## config.mk

```make
export PLATFORM = sky130hd
export DESIGN_NAME = usb_tx
export DESIGN_NICKNAME = d
export VERILOG_FILES = /design/src/logic/usb_tx_pkg.sv /design/src/logic/bit_stuffer.sv /design/src/logic/crc_gen.sv /design/src/logic/line_driver.sv /design/src/logic/nrzi_encoder.sv /design/src/logic/packet_serializer.sv /design/src/logic/usb_tx.sv
export SDC_FILE = /design/constraint.sdc
export NUM_CORES = 1
export LEC_CHECK = 0
export BUFFER_PORTS_ARGS = -buffer_cell sky130_fd_sc_hd__buf_2
export CORE_UTILIZATION = 35
export CTS_CLUSTER_SIZE = 10
export DETAILED_ROUTE_END_ITERATION = 12
export MAX_ROUTING_LAYER = met4
export PLACE_DENSITY_LB_ADDON = 0.08
export SLEW_MARGIN = 20
export SYNTH_ARGS = -nofsm -noshare
export SYNTH_HDL_FRONTEND = slang
export SYNTH_SLANG_ARGS = --single-unit
```

## constraint.sdc

```tcl
create_clock -name clk -period 4.92 [get_ports clk]
set_input_delay 0.492 -clock clk [delete_from_list [all_inputs] [get_ports clk]]
set_output_delay 0.492 -clock clk [all_outputs]
set_load 0.05 [all_outputs]
```

## src/logic/usb_tx_pkg.sv

```systemverilog
// shared types and constants of the USB full-speed transmit path
// PID values carry their check nibble, and every field goes out LSB first
`default_nettype none

package usb_tx_pkg;

  // field widths
  localparam int unsigned ADDR_W = 7;
  localparam int unsigned ENDP_W = 4;
  localparam int unsigned DATA_W = 64;
  localparam int unsigned PID_W  = 8;
  localparam int unsigned SYNC_W = 8;

  // token crc, x^5 + x^2 + 1
  localparam int unsigned       CRC5_W    = 5;
  localparam logic [CRC5_W-1:0] CRC5_POLY = 5'b00101;

  // data crc, x^16 + x^15 + x^2 + 1
  localparam int unsigned        CRC16_W    = 16;
  localparam logic [CRC16_W-1:0] CRC16_POLY = 16'h8005;

  // ones in a row before a zero is stuffed
  localparam int unsigned STUFF_RUN = 6;

  // complete PID bytes, check nibble in the upper half
  typedef enum logic [PID_W-1:0] {
    OUT   = 8'hE1,
    IN    = 8'h69,
    DATA0 = 8'hC3,
    ACK   = 8'hD2,
    NAK   = 8'h5A
  } pid_e;

  // one packet request from the client
  typedef struct packed {
    pid_e              pid;
    logic [ADDR_W-1:0] addr;
    logic [ENDP_W-1:0] endp;
    logic [DATA_W-1:0] data;
  } usb_pkt_t;

  // one bit on the serial pipeline
  typedef struct packed {
    logic valid;
    logic value;
    logic last;
  } tx_beat_t;

endpackage

`default_nettype wire

```

## src/logic/bit_stuffer.sv

```systemverilog
// stuffs a zero after RUN_LEN ones and stalls the source for that cycle
// the source must hold its beat while stall is high
`timescale 1ns/10ps
`default_nettype none

module bit_stuffer #(
  parameter int unsigned RUN_LEN = usb_tx_pkg::STUFF_RUN
) (
  input  logic                 clk,
  input  logic                 rst_L,
  input  usb_tx_pkg::tx_beat_t beat_in,
  output usb_tx_pkg::tx_beat_t beat_out,
  output logic                 stall
);

  localparam int unsigned CNT_W = $clog2(RUN_LEN);

  logic [CNT_W-1:0] ones_cnt;
  logic             stuff_pend;
  logic             pend_last;
  logic             run_done;

  // the one that completes a run is on the input now
  assign run_done = beat_in.valid && beat_in.value &&
                    (ones_cnt == CNT_W'(RUN_LEN - 1));
  assign stall    = stuff_pend;

  always_comb begin
    beat_out = beat_in;
    if (stuff_pend) begin
      beat_out.valid = 1'b1;
      beat_out.value = 1'b0;
      beat_out.last  = pend_last;
    end else begin
      // last moves onto the stuffed zero
      beat_out.last = beat_in.last && !run_done;
    end
  end

  always_ff @(posedge clk, negedge rst_L) begin
    if (!rst_L) begin
      ones_cnt   <= '0;
      stuff_pend <= 1'b0;
      pend_last  <= 1'b0;
    end else if (stuff_pend) begin
      ones_cnt   <= '0;
      stuff_pend <= 1'b0;
      pend_last  <= 1'b0;
    end else if (!beat_in.valid || !beat_in.value) begin
      ones_cnt <= '0;
    end else if (run_done) begin
      ones_cnt   <= '0;
      stuff_pend <= 1'b1;
      pend_last  <= beat_in.last;
    end else begin
      ones_cnt <= ones_cnt + 1'b1;
    end
  end

endmodule

`default_nettype wire

```

## src/logic/crc_gen.sv

```systemverilog
// serial CRC, preset to all ones; message bits go in one per shift_in cycle
// the inverted remainder leaves MSB first, one bit per shift_out cycle
`timescale 1ns/10ps
`default_nettype none

module crc_gen #(
  parameter int unsigned      CRC_W = usb_tx_pkg::CRC16_W,
  parameter logic [CRC_W-1:0] POLY  = usb_tx_pkg::CRC16_POLY
) (
  input  logic clk,
  input  logic rst_L,
  input  logic clr,
  input  logic shift_in,
  input  logic shift_out,
  input  logic din,
  output logic dout
);

  logic [CRC_W-1:0] crc_q;
  logic             fb;

  // feedback of the top bit against the incoming message bit
  assign fb   = crc_q[CRC_W-1] ^ din;
  assign dout = ~crc_q[CRC_W-1];

  always_ff @(posedge clk, negedge rst_L) begin
    if (!rst_L) begin
      crc_q <= '1;
    end else if (clr) begin
      crc_q <= '1;
    end else if (shift_in) begin
      crc_q <= {crc_q[CRC_W-2:0], 1'b0} ^ (fb ? POLY : '0);
    end else if (shift_out) begin
      // fill value is never sent
      crc_q <= {crc_q[CRC_W-2:0], 1'b1};
    end
  end

endmodule

`default_nettype wire

```

## src/logic/line_driver.sv

```systemverilog
// drives dp/dm from line levels, then SE0, SE0, J and a one-cycle eop_done
// the bus rests at J with oe low between packets
`timescale 1ns/10ps
`default_nettype none

module line_driver (
  input  logic                 clk,
  input  logic                 rst_L,
  input  usb_tx_pkg::tx_beat_t beat_in,
  output logic                 dp,
  output logic                 dm,
  output logic                 oe,
  output logic                 eop_done
);

  typedef enum logic [2:0] {IDLE, PACKET, SE0_1, SE0_2, J_END} state_e;

  state_e state;

  always_ff @(posedge clk, negedge rst_L) begin
    if (!rst_L) begin
      state    <= IDLE;
      dp       <= 1'b1;
      dm       <= 1'b0;
      oe       <= 1'b0;
      eop_done <= 1'b0;
    end else begin
      eop_done <= 1'b0;
      case (state)
        IDLE, PACKET: begin
          if (beat_in.valid) begin
            // level 1 is J, level 0 is K
            dp    <= beat_in.value;
            dm    <= ~beat_in.value;
            oe    <= 1'b1;
            state <= beat_in.last ? SE0_1 : PACKET;
          end else begin
            dp    <= 1'b1;
            dm    <= 1'b0;
            oe    <= 1'b0;
            state <= IDLE;
          end
        end
        SE0_1: begin
          dp    <= 1'b0;
          dm    <= 1'b0;
          state <= SE0_2;
        end
        SE0_2: begin
          dp    <= 1'b0;
          dm    <= 1'b0;
          state <= J_END;
        end
        J_END: begin
          // final J of EOP, oe drops on the next cycle
          dp       <= 1'b1;
          dm       <= 1'b0;
          eop_done <= 1'b1;
          state    <= IDLE;
        end
        default: state <= IDLE;
      endcase
    end
  end

endmodule

`default_nettype wire

```

## src/logic/nrzi_encoder.sv

```systemverilog
// NRZI coder, one cycle of latency; a one holds the level, a zero toggles it
`timescale 1ns/10ps
`default_nettype none

module nrzi_encoder (
  input  logic                 clk,
  input  logic                 rst_L,
  input  usb_tx_pkg::tx_beat_t beat_in,
  output usb_tx_pkg::tx_beat_t beat_out
);

  logic level;
  logic next_level;

  assign next_level = beat_in.value ? level : ~level;

  always_ff @(posedge clk, negedge rst_L) begin
    if (!rst_L) begin
      level    <= 1'b1;
      beat_out <= '0;
    end else begin
      beat_out.valid <= beat_in.valid;
      beat_out.value <= beat_in.valid ? next_level : 1'b1;
      beat_out.last  <= beat_in.valid && beat_in.last;
      if (beat_in.valid) begin
        // back to J once the packet is through
        level <= beat_in.last ? 1'b1 : next_level;
      end
    end
  end

endmodule

`default_nettype wire

```

## src/logic/packet_serializer.sv

```systemverilog
// turns one latched packet into SYNC, PID, fields and CRC, one bit per cycle
// unknown PIDs are framed like handshakes; the whole FSM freezes while stall is high
`timescale 1ns/10ps
`default_nettype none

module packet_serializer #(
  parameter int unsigned          TOK_CRC_W = usb_tx_pkg::CRC5_W,
  parameter logic [TOK_CRC_W-1:0] TOK_POLY  = usb_tx_pkg::CRC5_POLY,
  parameter int unsigned          DAT_CRC_W = usb_tx_pkg::CRC16_W,
  parameter logic [DAT_CRC_W-1:0] DAT_POLY  = usb_tx_pkg::CRC16_POLY
) (
  input  logic                 clk,
  input  logic                 rst_L,
  input  logic                 req,
  input  usb_tx_pkg::usb_pkt_t pkt,
  input  logic                 stall,
  input  logic                 eop_done,
  output logic                 ack,
  output usb_tx_pkg::tx_beat_t beat
);
  import usb_tx_pkg::*;

  // bit index within the current field, wide enough for the payload
  localparam int unsigned CNT_W   = $clog2(DATA_W);
  localparam int unsigned PID_IW  = $clog2(PID_W);
  localparam int unsigned ADDR_IW = $clog2(ADDR_W);
  localparam int unsigned ENDP_IW = $clog2(ENDP_W);

  typedef enum logic [3:0] {
    IDLE, SYNC, PID, ADDR, ENDP, DATA, CRC, WAIT_EOP, ACK_HI
  } state_e;

  state_e           state;
  usb_pkt_t         pkt_q;
  logic [CNT_W-1:0] fld_cnt;
  logic [CNT_W-1:0] crc_end;
  logic [PID_W-1:0] pid_bits;
  logic             accept;
  logic             sending;
  logic             is_token;
  logic             is_data;
  logic             cur_bit;
  logic             fld_end;
  logic             pkt_end;
  logic             crc5_in;
  logic             crc5_out;
  logic             crc5_bit;
  logic             crc16_in;
  logic             crc16_out;
  logic             crc16_bit;

  assign accept   = (state == IDLE) && req;
  assign sending  = state inside {SYNC, PID, ADDR, ENDP, DATA, CRC};
  assign pid_bits = pkt_q.pid;
  assign is_token = (pkt_q.pid == OUT) || (pkt_q.pid == IN);
  assign is_data  = (pkt_q.pid == DATA0);
  assign crc_end  = is_token ? CNT_W'(TOK_CRC_W - 1) : CNT_W'(DAT_CRC_W - 1);

  // crc registers advance only together with the stream
  assign crc5_in   = !stall && (state == ADDR || state == ENDP);
  assign crc16_in  = !stall && (state == DATA);
  assign crc5_out  = !stall && (state == CRC) && is_token;
  assign crc16_out = !stall && (state == CRC) && !is_token;

  // handshakes end on the last PID bit, everything else on the last CRC bit
  assign pkt_end = fld_end && ((state == CRC) ||
                   (state == PID && !is_token && !is_data));

  always_comb begin
    cur_bit = 1'b0;
    fld_end = 1'b0;
    case (state)
      SYNC: begin
        // seven zeros, then the closing one
        fld_end = (fld_cnt == CNT_W'(SYNC_W - 1));
        cur_bit = fld_end;
      end
      PID: begin
        cur_bit = pid_bits[fld_cnt[PID_IW-1:0]];
        fld_end = (fld_cnt == CNT_W'(PID_W - 1));
      end
      ADDR: begin
        cur_bit = pkt_q.addr[fld_cnt[ADDR_IW-1:0]];
        fld_end = (fld_cnt == CNT_W'(ADDR_W - 1));
      end
      ENDP: begin
        cur_bit = pkt_q.endp[fld_cnt[ENDP_IW-1:0]];
        fld_end = (fld_cnt == CNT_W'(ENDP_W - 1));
      end
      DATA: begin
        cur_bit = pkt_q.data[fld_cnt];
        fld_end = (fld_cnt == CNT_W'(DATA_W - 1));
      end
      CRC: begin
        cur_bit = is_token ? crc5_bit : crc16_bit;
        fld_end = (fld_cnt == crc_end);
      end
      default: ;
    endcase
  end

  always_ff @(posedge clk) begin
    if (accept) begin
      pkt_q <= pkt;
    end
  end

  always_ff @(posedge clk, negedge rst_L) begin
    if (!rst_L) begin
      state   <= IDLE;
      fld_cnt <= '0;
      beat    <= '0;
      ack     <= 1'b0;
    end else if (!stall) begin
      beat.valid <= sending;
      beat.value <= cur_bit;
      beat.last  <= pkt_end;
      fld_cnt    <= (fld_end || !sending) ? '0 : fld_cnt + 1'b1;
      case (state)
        IDLE:     if (req) state <= SYNC;
        SYNC:     if (fld_end) state <= PID;
        PID: begin
          if (fld_end) begin
            if (is_token) state <= ADDR;
            else if (is_data) state <= DATA;
            else state <= WAIT_EOP;
          end
        end
        ADDR:     if (fld_end) state <= ENDP;
        ENDP:     if (fld_end) state <= CRC;
        DATA:     if (fld_end) state <= CRC;
        CRC:      if (fld_end) state <= WAIT_EOP;
        WAIT_EOP: begin
          if (eop_done) begin
            ack   <= 1'b1;
            state <= ACK_HI;
          end
        end
        ACK_HI: begin
          // client drops req before the next packet
          if (!req) begin
            ack   <= 1'b0;
            state <= IDLE;
          end
        end
        default:  state <= IDLE;
      endcase
    end
  end

  crc_gen #(.CRC_W(TOK_CRC_W), .POLY(TOK_POLY)) crc5_i (
    .clk      (clk),
    .rst_L    (rst_L),
    .clr      (accept),
    .shift_in (crc5_in),
    .shift_out(crc5_out),
    .din      (cur_bit),
    .dout     (crc5_bit)
  );

  crc_gen #(.CRC_W(DAT_CRC_W), .POLY(DAT_POLY)) crc16_i (
    .clk      (clk),
    .rst_L    (rst_L),
    .clr      (accept),
    .shift_in (crc16_in),
    .shift_out(crc16_out),
    .din      (cur_bit),
    .dout     (crc16_bit)
  );

endmodule

`default_nettype wire

```

## src/logic/usb_tx.sv

```systemverilog
// USB full-speed host transmit path, one packet per req/ack handshake
// pkt must stay stable while req is high; only OUT, IN, DATA0, ACK and NAK are framed
`timescale 1ns/10ps
`default_nettype none

module usb_tx #(
  parameter int unsigned          TOK_CRC_W = usb_tx_pkg::CRC5_W,
  parameter logic [TOK_CRC_W-1:0] TOK_POLY  = usb_tx_pkg::CRC5_POLY,
  parameter int unsigned          DAT_CRC_W = usb_tx_pkg::CRC16_W,
  parameter logic [DAT_CRC_W-1:0] DAT_POLY  = usb_tx_pkg::CRC16_POLY,
  parameter int unsigned          RUN_LEN   = usb_tx_pkg::STUFF_RUN
) (
  input  logic                 clk,
  input  logic                 rst_L,
  input  logic                 req,
  input  usb_tx_pkg::usb_pkt_t pkt,
  output logic                 ack,
  output logic                 dp,
  output logic                 dm,
  output logic                 oe
);
  import usb_tx_pkg::*;

  tx_beat_t raw_beat;
  tx_beat_t stuffed_beat;
  tx_beat_t line_beat;
  logic     stall;
  logic     eop_done;

  packet_serializer #(
    .TOK_CRC_W(TOK_CRC_W),
    .TOK_POLY (TOK_POLY),
    .DAT_CRC_W(DAT_CRC_W),
    .DAT_POLY (DAT_POLY)
  ) packet_serializer_i (
    .clk     (clk),
    .rst_L   (rst_L),
    .req     (req),
    .pkt     (pkt),
    .stall   (stall),
    .eop_done(eop_done),
    .ack     (ack),
    .beat    (raw_beat)
  );

  bit_stuffer #(.RUN_LEN(RUN_LEN)) bit_stuffer_i (
    .clk     (clk),
    .rst_L   (rst_L),
    .beat_in (raw_beat),
    .beat_out(stuffed_beat),
    .stall   (stall)
  );

  // value leaves the encoder as the line level
  nrzi_encoder nrzi_encoder_i (
    .clk     (clk),
    .rst_L   (rst_L),
    .beat_in (stuffed_beat),
    .beat_out(line_beat)
  );

  line_driver line_driver_i (
    .clk     (clk),
    .rst_L   (rst_L),
    .beat_in (line_beat),
    .dp      (dp),
    .dm      (dm),
    .oe      (oe),
    .eop_done(eop_done)
  );

endmodule

`default_nettype wire

```

-- After elaboration in Yosys (flattened, before gate mapping)
Index checks and enable logic that the tools add are counted.
- muxes and demuxes: 58
- order comparisons: 3
- bitwise gates (word level): 9
- reduce and logical (&&, ||, !) cells: 42
- add/sub/neg operators: 2
- equality and inequality tests: 30
- operators with widths (cell ; number):
    two-way mux 16 bit ; 4
    two-way mux 4 bit ; 10
    case mux 4 bit (8 select lines) ; 1
    two-way mux 1 bit ; 21
    equality test 4 x 3 -> 1 bit, second input constant ; 4
    equality test 8 bit, second input constant ; 2
    XOR 16 bit ; 1
    two-way mux 3 bit ; 5
    two-way mux 5 bit ; 3
    != test 2 x 1 -> 1 bit, second input constant ; 7
    logical AND 1 bit ; 13
    equality test 6 x 3 -> 1 bit, second input constant ; 2
    case mux 3 bit (3 select lines) ; 1
    AND reduction 9 bit ; 1
    nonzero test 3 bit ; 3
    equality test 4 x 2 -> 1 bit, second input constant ; 2
    equality test 8 x 7 -> 1 bit, second input constant ; 1
    OR reduction 2 bit ; 4
    zero test 1 bit ; 7
    less-than comparator 6 x 7 -> 1 bit, second input constant ; 1
    adder 6 x 1 -> 6 bit, second input constant ; 1
    binary-select mux 1 bit (select 3 bit) ; 2
    binary-select mux 1 bit (select 6 bit) ; 1
    equality test 3 x 2 -> 1 bit, second input constant ; 2
    29 further kinds ; 45
- register bits: 134
- output and inout bits: 4
- logic and storage cells: 168

-- Longest topological paths before layout
- depth after elaboration: 9
- gate-level depth with buffers: 12
- mapped depth without buffers: 8

-- Hierarchy
Synthesis repeated with hierarchy kept, for this count alone.
- cells, all modules: 475
- area, all modules: 6228.5 µm²
- modules (own cells, without submodules) (module ; cells each ; area an instance (µm²) ; times used):
    packet_serializer ; 315 ; 4435.5 ; 1
    crc_gen (packet_serializer_i.crc16_i) ; 78 ; 834.6 ; 1
    line_driver ; 25 ; 301.5 ; 1
    bit_stuffer ; 22 ; 256.5 ; 1
    crc_gen (packet_serializer_i.crc5_i) ; 23 ; 254.0 ; 1
    nrzi_encoder ; 12 ; 146.4 ; 1

-- Worst setup path before layout
No wires, ideal clock.
- kind: reg-to-reg
- from: register packet_serializer_i.state[0]
- to: register packet_serializer_i.pkt_q (netlist bit packet_serializer_i.pid_bits[0]), enable pin
- cell stages (with the launch flop): 6
- setup slack: 0.973 ns
- arrival: 3.469 ns
- cell sequence: dfrtp_1 > clkbuf_1 > nor2_1 > nand3_1 > inv_1 > clkbuf_1
- cells in the longest elaborated chain, start to end: 2
- ends and longest elaborated chain (element ; RTL line ; source):
    start: declaration ; packet_serializer.sv:33 ; state_e state;
    start signal: assignment ; packet_serializer.sv:110 ; state <= IDLE;
    start signal: assignment ; packet_serializer.sv:120 ; IDLE: if (req) state <= SYNC;
    start signal: assignment ; packet_serializer.sv:121 ; SYNC: if (fld_end) state <= PID;
    zero test 4 bit ; packet_serializer.sv:52 ; assign accept = (state == IDLE) && req;
    logical AND 1 bit ; packet_serializer.sv:52 ;
    named net packet_serializer_i.accept ; packet_serializer.sv:38 ; logic accept;
    end signal: assignment ; packet_serializer.sv:104 ; pkt_q <= pkt;
    end: declaration ; packet_serializer.sv:34 ; usb_pkt_t pkt_q;
The timed path passes the listed nets, and every way through them passes these cells.
A chain may end at the register's enable or synchronous reset.

-- Worst setup path after layout
- from: register packet_serializer_i.fld_cnt[0]
- to: register packet_serializer_i.crc5_i.crc_q[2]
- cells in the longest elaborated chain, start to end: 8
- elaborated cells on any way between the ends: 15
- classes of those cells: eq/ne: 1; mux: 12; bitwise: 2
- ends and longest elaborated chain (element ; RTL line ; source):
    start: declaration ; packet_serializer.sv:35 ; logic [CNT_W-1:0] fld_cnt;
    start signal: assignment ; packet_serializer.sv:118 ; fld_cnt <= (fld_end || !sending) ? '0 : fld_cnt + 1'b1;
    binary-select mux 1 bit (select 6 bit) (tied with other cells) ; packet_serializer.sv:91 ; cur_bit = pkt_q.data[fld_cnt];
    two-way mux 1 bit, on equally long branches ; - ;
    case mux 1 bit (6 select lines) (*) ; packet_serializer.sv:72 ; case (state)
    XOR 1 bit (*) ; crc_gen.sv:23 ; assign fb = crc_q[CRC_W-1] ^ din;
    two-way mux 3 bit (*) ; crc_gen.sv:32 ; crc_q <= {crc_q[CRC_W-2:0], 1'b0} ^ (fb ? POLY : '0);
    XOR 5 x 3 -> 5 bit (*) ; crc_gen.sv:32 ;
    two-way mux 5 bit (*) ; crc_gen.sv:31 ; end else if (shift_in) begin
    two-way mux 5 bit (*) ; crc_gen.sv:29 ; end else if (clr) begin
    end signal: assignment ; crc_gen.sv:32 ;
    end signal: assignment ; crc_gen.sv:35 ; crc_q <= {crc_q[CRC_W-2:0], 1'b1};
    end: declaration ; crc_gen.sv:19 ; logic [CRC_W-1:0] crc_q;
Every way passes the cells marked *; elsewhere a longest branch is shown, timed or not. The select of a mux whose other input is x is not followed.

==> flow_summary.json <==
{
  "hold_path_class": "in2async",
  "intPower_mw": 2.80,
  "power_switching_mw": 1.41,
  "postSynthAreaPerCell_um2": 13.5,
  "drt_pass1_iterations": 4,
  "finalPower_mw": 4.22,
  "diodes": 0,
  "yosysSeqAreaShare_pct": 63.8,
  "cts_tree": "built",
  "grt_pass1_wl_mm": 20.1,
  "end_kind": "flop",
  "setup_viol": 0,
  "worstMarginPinSlew_ns": 1.01,
  "nets": 618,
  "postCtsSetupBuffers": 0,
  "rr_worst_depth": 8,
  "ys_types": 60,
  "grt_max_degree": 60,
  "synth_seq_cells": 134,
  "cp_top_family": "multiplexers",
  "syn_area_mm2": 0.00595,
  "drt-total-wl_mm": 12.0,
  "slowest_delay_ns": 0.91,
  "gp_congestion": 0.795,
  "cp.arrival_ns": 3.46,
  "synth-edff-count": 83,
  "numCtsBuffers": 17,
  "io_pins": 90,
  "initial_core_util_pct": 35.9,
  "swShare_pct": 33.5,
  "cts_buffer_depth": 2,
  "synth_area_leaders": "edfxtp_1 (42%), dfrtp_1 (12%), dfstp_2 (10%)",
  "port_buffers": 89,
  "stdcell_area_mm2": 0.00711,
  "cts-resized-gates": 0,
  "outcome": "complete, no violations",
  "finalCritPeriodShare_pct": 63.5,
  "maxSlewHeadroom_pct": 32.6,
  "htreeDepth": 4,
  "dp.cells": 730,
  "hold_buffers": 0,
  "drtIter0Drc": 212,
  "grt_pass1_vias": 3949,
  "layout_commonest_cell": "buf_2",
  "syn_inst": 441,
  "core.rowCount": 47,
  "final_cell_mix": "buf_2 (89), edfxtp_1 (83), nand2_1 (52)",
  "p_clk_share_pct": 27.5,
  "yosysTopAreaCellShare_pct": 41.9,
  "yosys_warnings": 0,
  "async_flop_share_pct": 38.1,
  "syn-num-nets": 530,
  "grt_use_total_pct": 15.4,
  "dp_hpwl_mm": 8.13,
  "drive_gt1_share_pct": 31.2,
  "detail-route-antenna-nets": 0,
  "leakage_nw": 2.78,
  "clock_sinks": 134,
  "power_frac_seq_pct": 43.2,
  "core_area_mm2": 0.0166,
  "rsz0062_at_grt": "false",
  "critPathKind": "reg2reg",
  "crit_slowest_cell": "dfrtp_2",
  "slew_violations": 0,
  "cp_max_fo": 32,
  "maxCapViolCount": 0,
  "cp_num_buf_inv": 0,
  "startpoint_type": "flop",
  "finalNonFillerCells": 762,
  "skew_ns": 0.00676,
  "tns_ns": 0,
  "finalHoldViolCount": 0,
  "viasPerCell": 5.00,
  "finalCriticalPeriod_ns": 3.13,
  "required_ns": 5.25,
  "clk_pin_slew_ns": 0.06,
  "dieArea_mm2": 0.0175,
  "power_density_mw_per_mm2": 593,
  "fmax_mhz": 320,
  "yosys.area.top_type": "edfxtp_1",
  "cp_cell_sequence": "mux4_1 > mux2_2 > and4_1 > nor3_1 > a41o_2 > nand2_4 > mux2_4 > nor3_2",
  "vias": 3808,
  "drcViolationCount": 0,
  "worstSetupPathDepth": 8,
  "post_drt_wl_per_cell_um": 15.8,
  "overflow": 0,
  "placed_area_mm2": 0.00657,
  "antenna_found_initial": 0,
  "die_h_um": 132,
  "fp.dieW_um": 132,
  "hold_ws_ns": 0.213,
  "area_growth_pct": 19.5,
  "root_buffer": "clkbuf_16",
  "combPwrFrac_pct": 29.3,
  "synth_flop_cell": "edfxtp_1",
  "clk-insertion-delay-late_ns": 0.41,
  "ir_worst_vdd_mv": 0.273
}
-- worst paths after layout --
path                                                           start                                   end  slack (ns)
worst max-delay path                  packet_serializer_i.fld_cnt[0]   packet_serializer_i.crc5_i.crc_q[2]        1.79
worst min-delay path                                           rst_L        packet_serializer_i.fld_cnt[3]        0.21
worst max register to register        packet_serializer_i.fld_cnt[0]   packet_serializer_i.crc5_i.crc_q[2]        1.79
worst min register to register  packet_serializer_i.crc16_i.crc_q[2]  packet_serializer_i.crc16_i.crc_q[3]        0.45
max in group asynchronous                                      rst_L        packet_serializer_i.fld_cnt[0]        4.23
min in group clk                                             pkt[42]         packet_serializer_i.pkt_q[42]        0.25
-- power groups by stage --
stage / Clock, mW / Combinational, mW / Sequential (mW)
after floorplan: 0 / 1.10 / 1.72
after CTS: 1.19 / 1.25 / 1.83
after global routing: 1.24 / 1.39 / 1.87
after detailed placement: 0 / 1.25 / 1.85
final: 1.16 / 1.23 / 1.82
after global placement: 0 / 1.22 / 1.85
-- flip-flops by register name (all words and copies together) (netlist names) --
signal and count:
packet_serializer_i.pkt_q 75, line_driver_i.dm 1, packet_serializer_i.crc16_i.crc_q 16, line_driver_i.oe 1, nrzi_encoder_i.level 1, nrzi_encoder_i.beat_out 3, packet_serializer_i.state 4, bit_stuffer_i.stall 1
bit_stuffer_i.ones_cnt 3, line_driver_i.dp 1, line_driver_i.state 3, packet_serializer_i.pid_bits 8, packet_serializer_i.ack 1, packet_serializer_i.crc5_i.crc_q 5, packet_serializer_i.beat 3, packet_serializer_i.fld_cnt 6
bit_stuffer_i.pend_last 1, line_driver_i.eop_done 1
-- area by class of cell --
cell class              instances  area, um^2
clock buffers                  19         433
clock inverters                13         109
fillers                      1559        9470
inverters                       9        35.0
multi-input cells             276        2000
flip-flops and latches        134        3800
well taps                     220         275
repair buffers                 91         460
-- per-stage QoR --
stage,worst slack [ns],util [%]
5_1_grt,1.60,42.9
3_5_place_dp,1.74,39.6
2_1_floorplan,0.973,-
6_report,1.79,42.9
4_1_cts,1.74,42.9
3_3_place_gp,1.82,39.6
-- cell usage after synthesis (all sizes together) (7+ instances only) --
master,n
a21oi,13
buf,7
clkbuf,15
dfrtp,28
dfstp,23
edfxtp,83
inv,9
mux2i,13
mux4,18
nand2,53
nand3,12
nor2,31
nor2b,7
nor3,15
o21ai,24
-- routing by layer --
metal | vias up | routed length [um] | GRT usage (%)
met5 | - | 0 | -
met4 | 0 | 182 | 6.19
met3 | 16 | 450 | 3.91
met2 | 85 | 6060 | 24.9
met1 | 1867 | 5340 | 18.3
li1 | 1840 | - | -
-- logic make-up after synthesis --
family	share of synthesized area (%)
and+or+nand+nor	13.7
DFF	63.8
AOI/OAI and AO/OA	7.92
muxes	10.4
buffers and inverters	2.61
xor gates and xnor gates	1.03
adders and majority gates	0.630
Note: power is estimated with default switching activity, not from simulation.
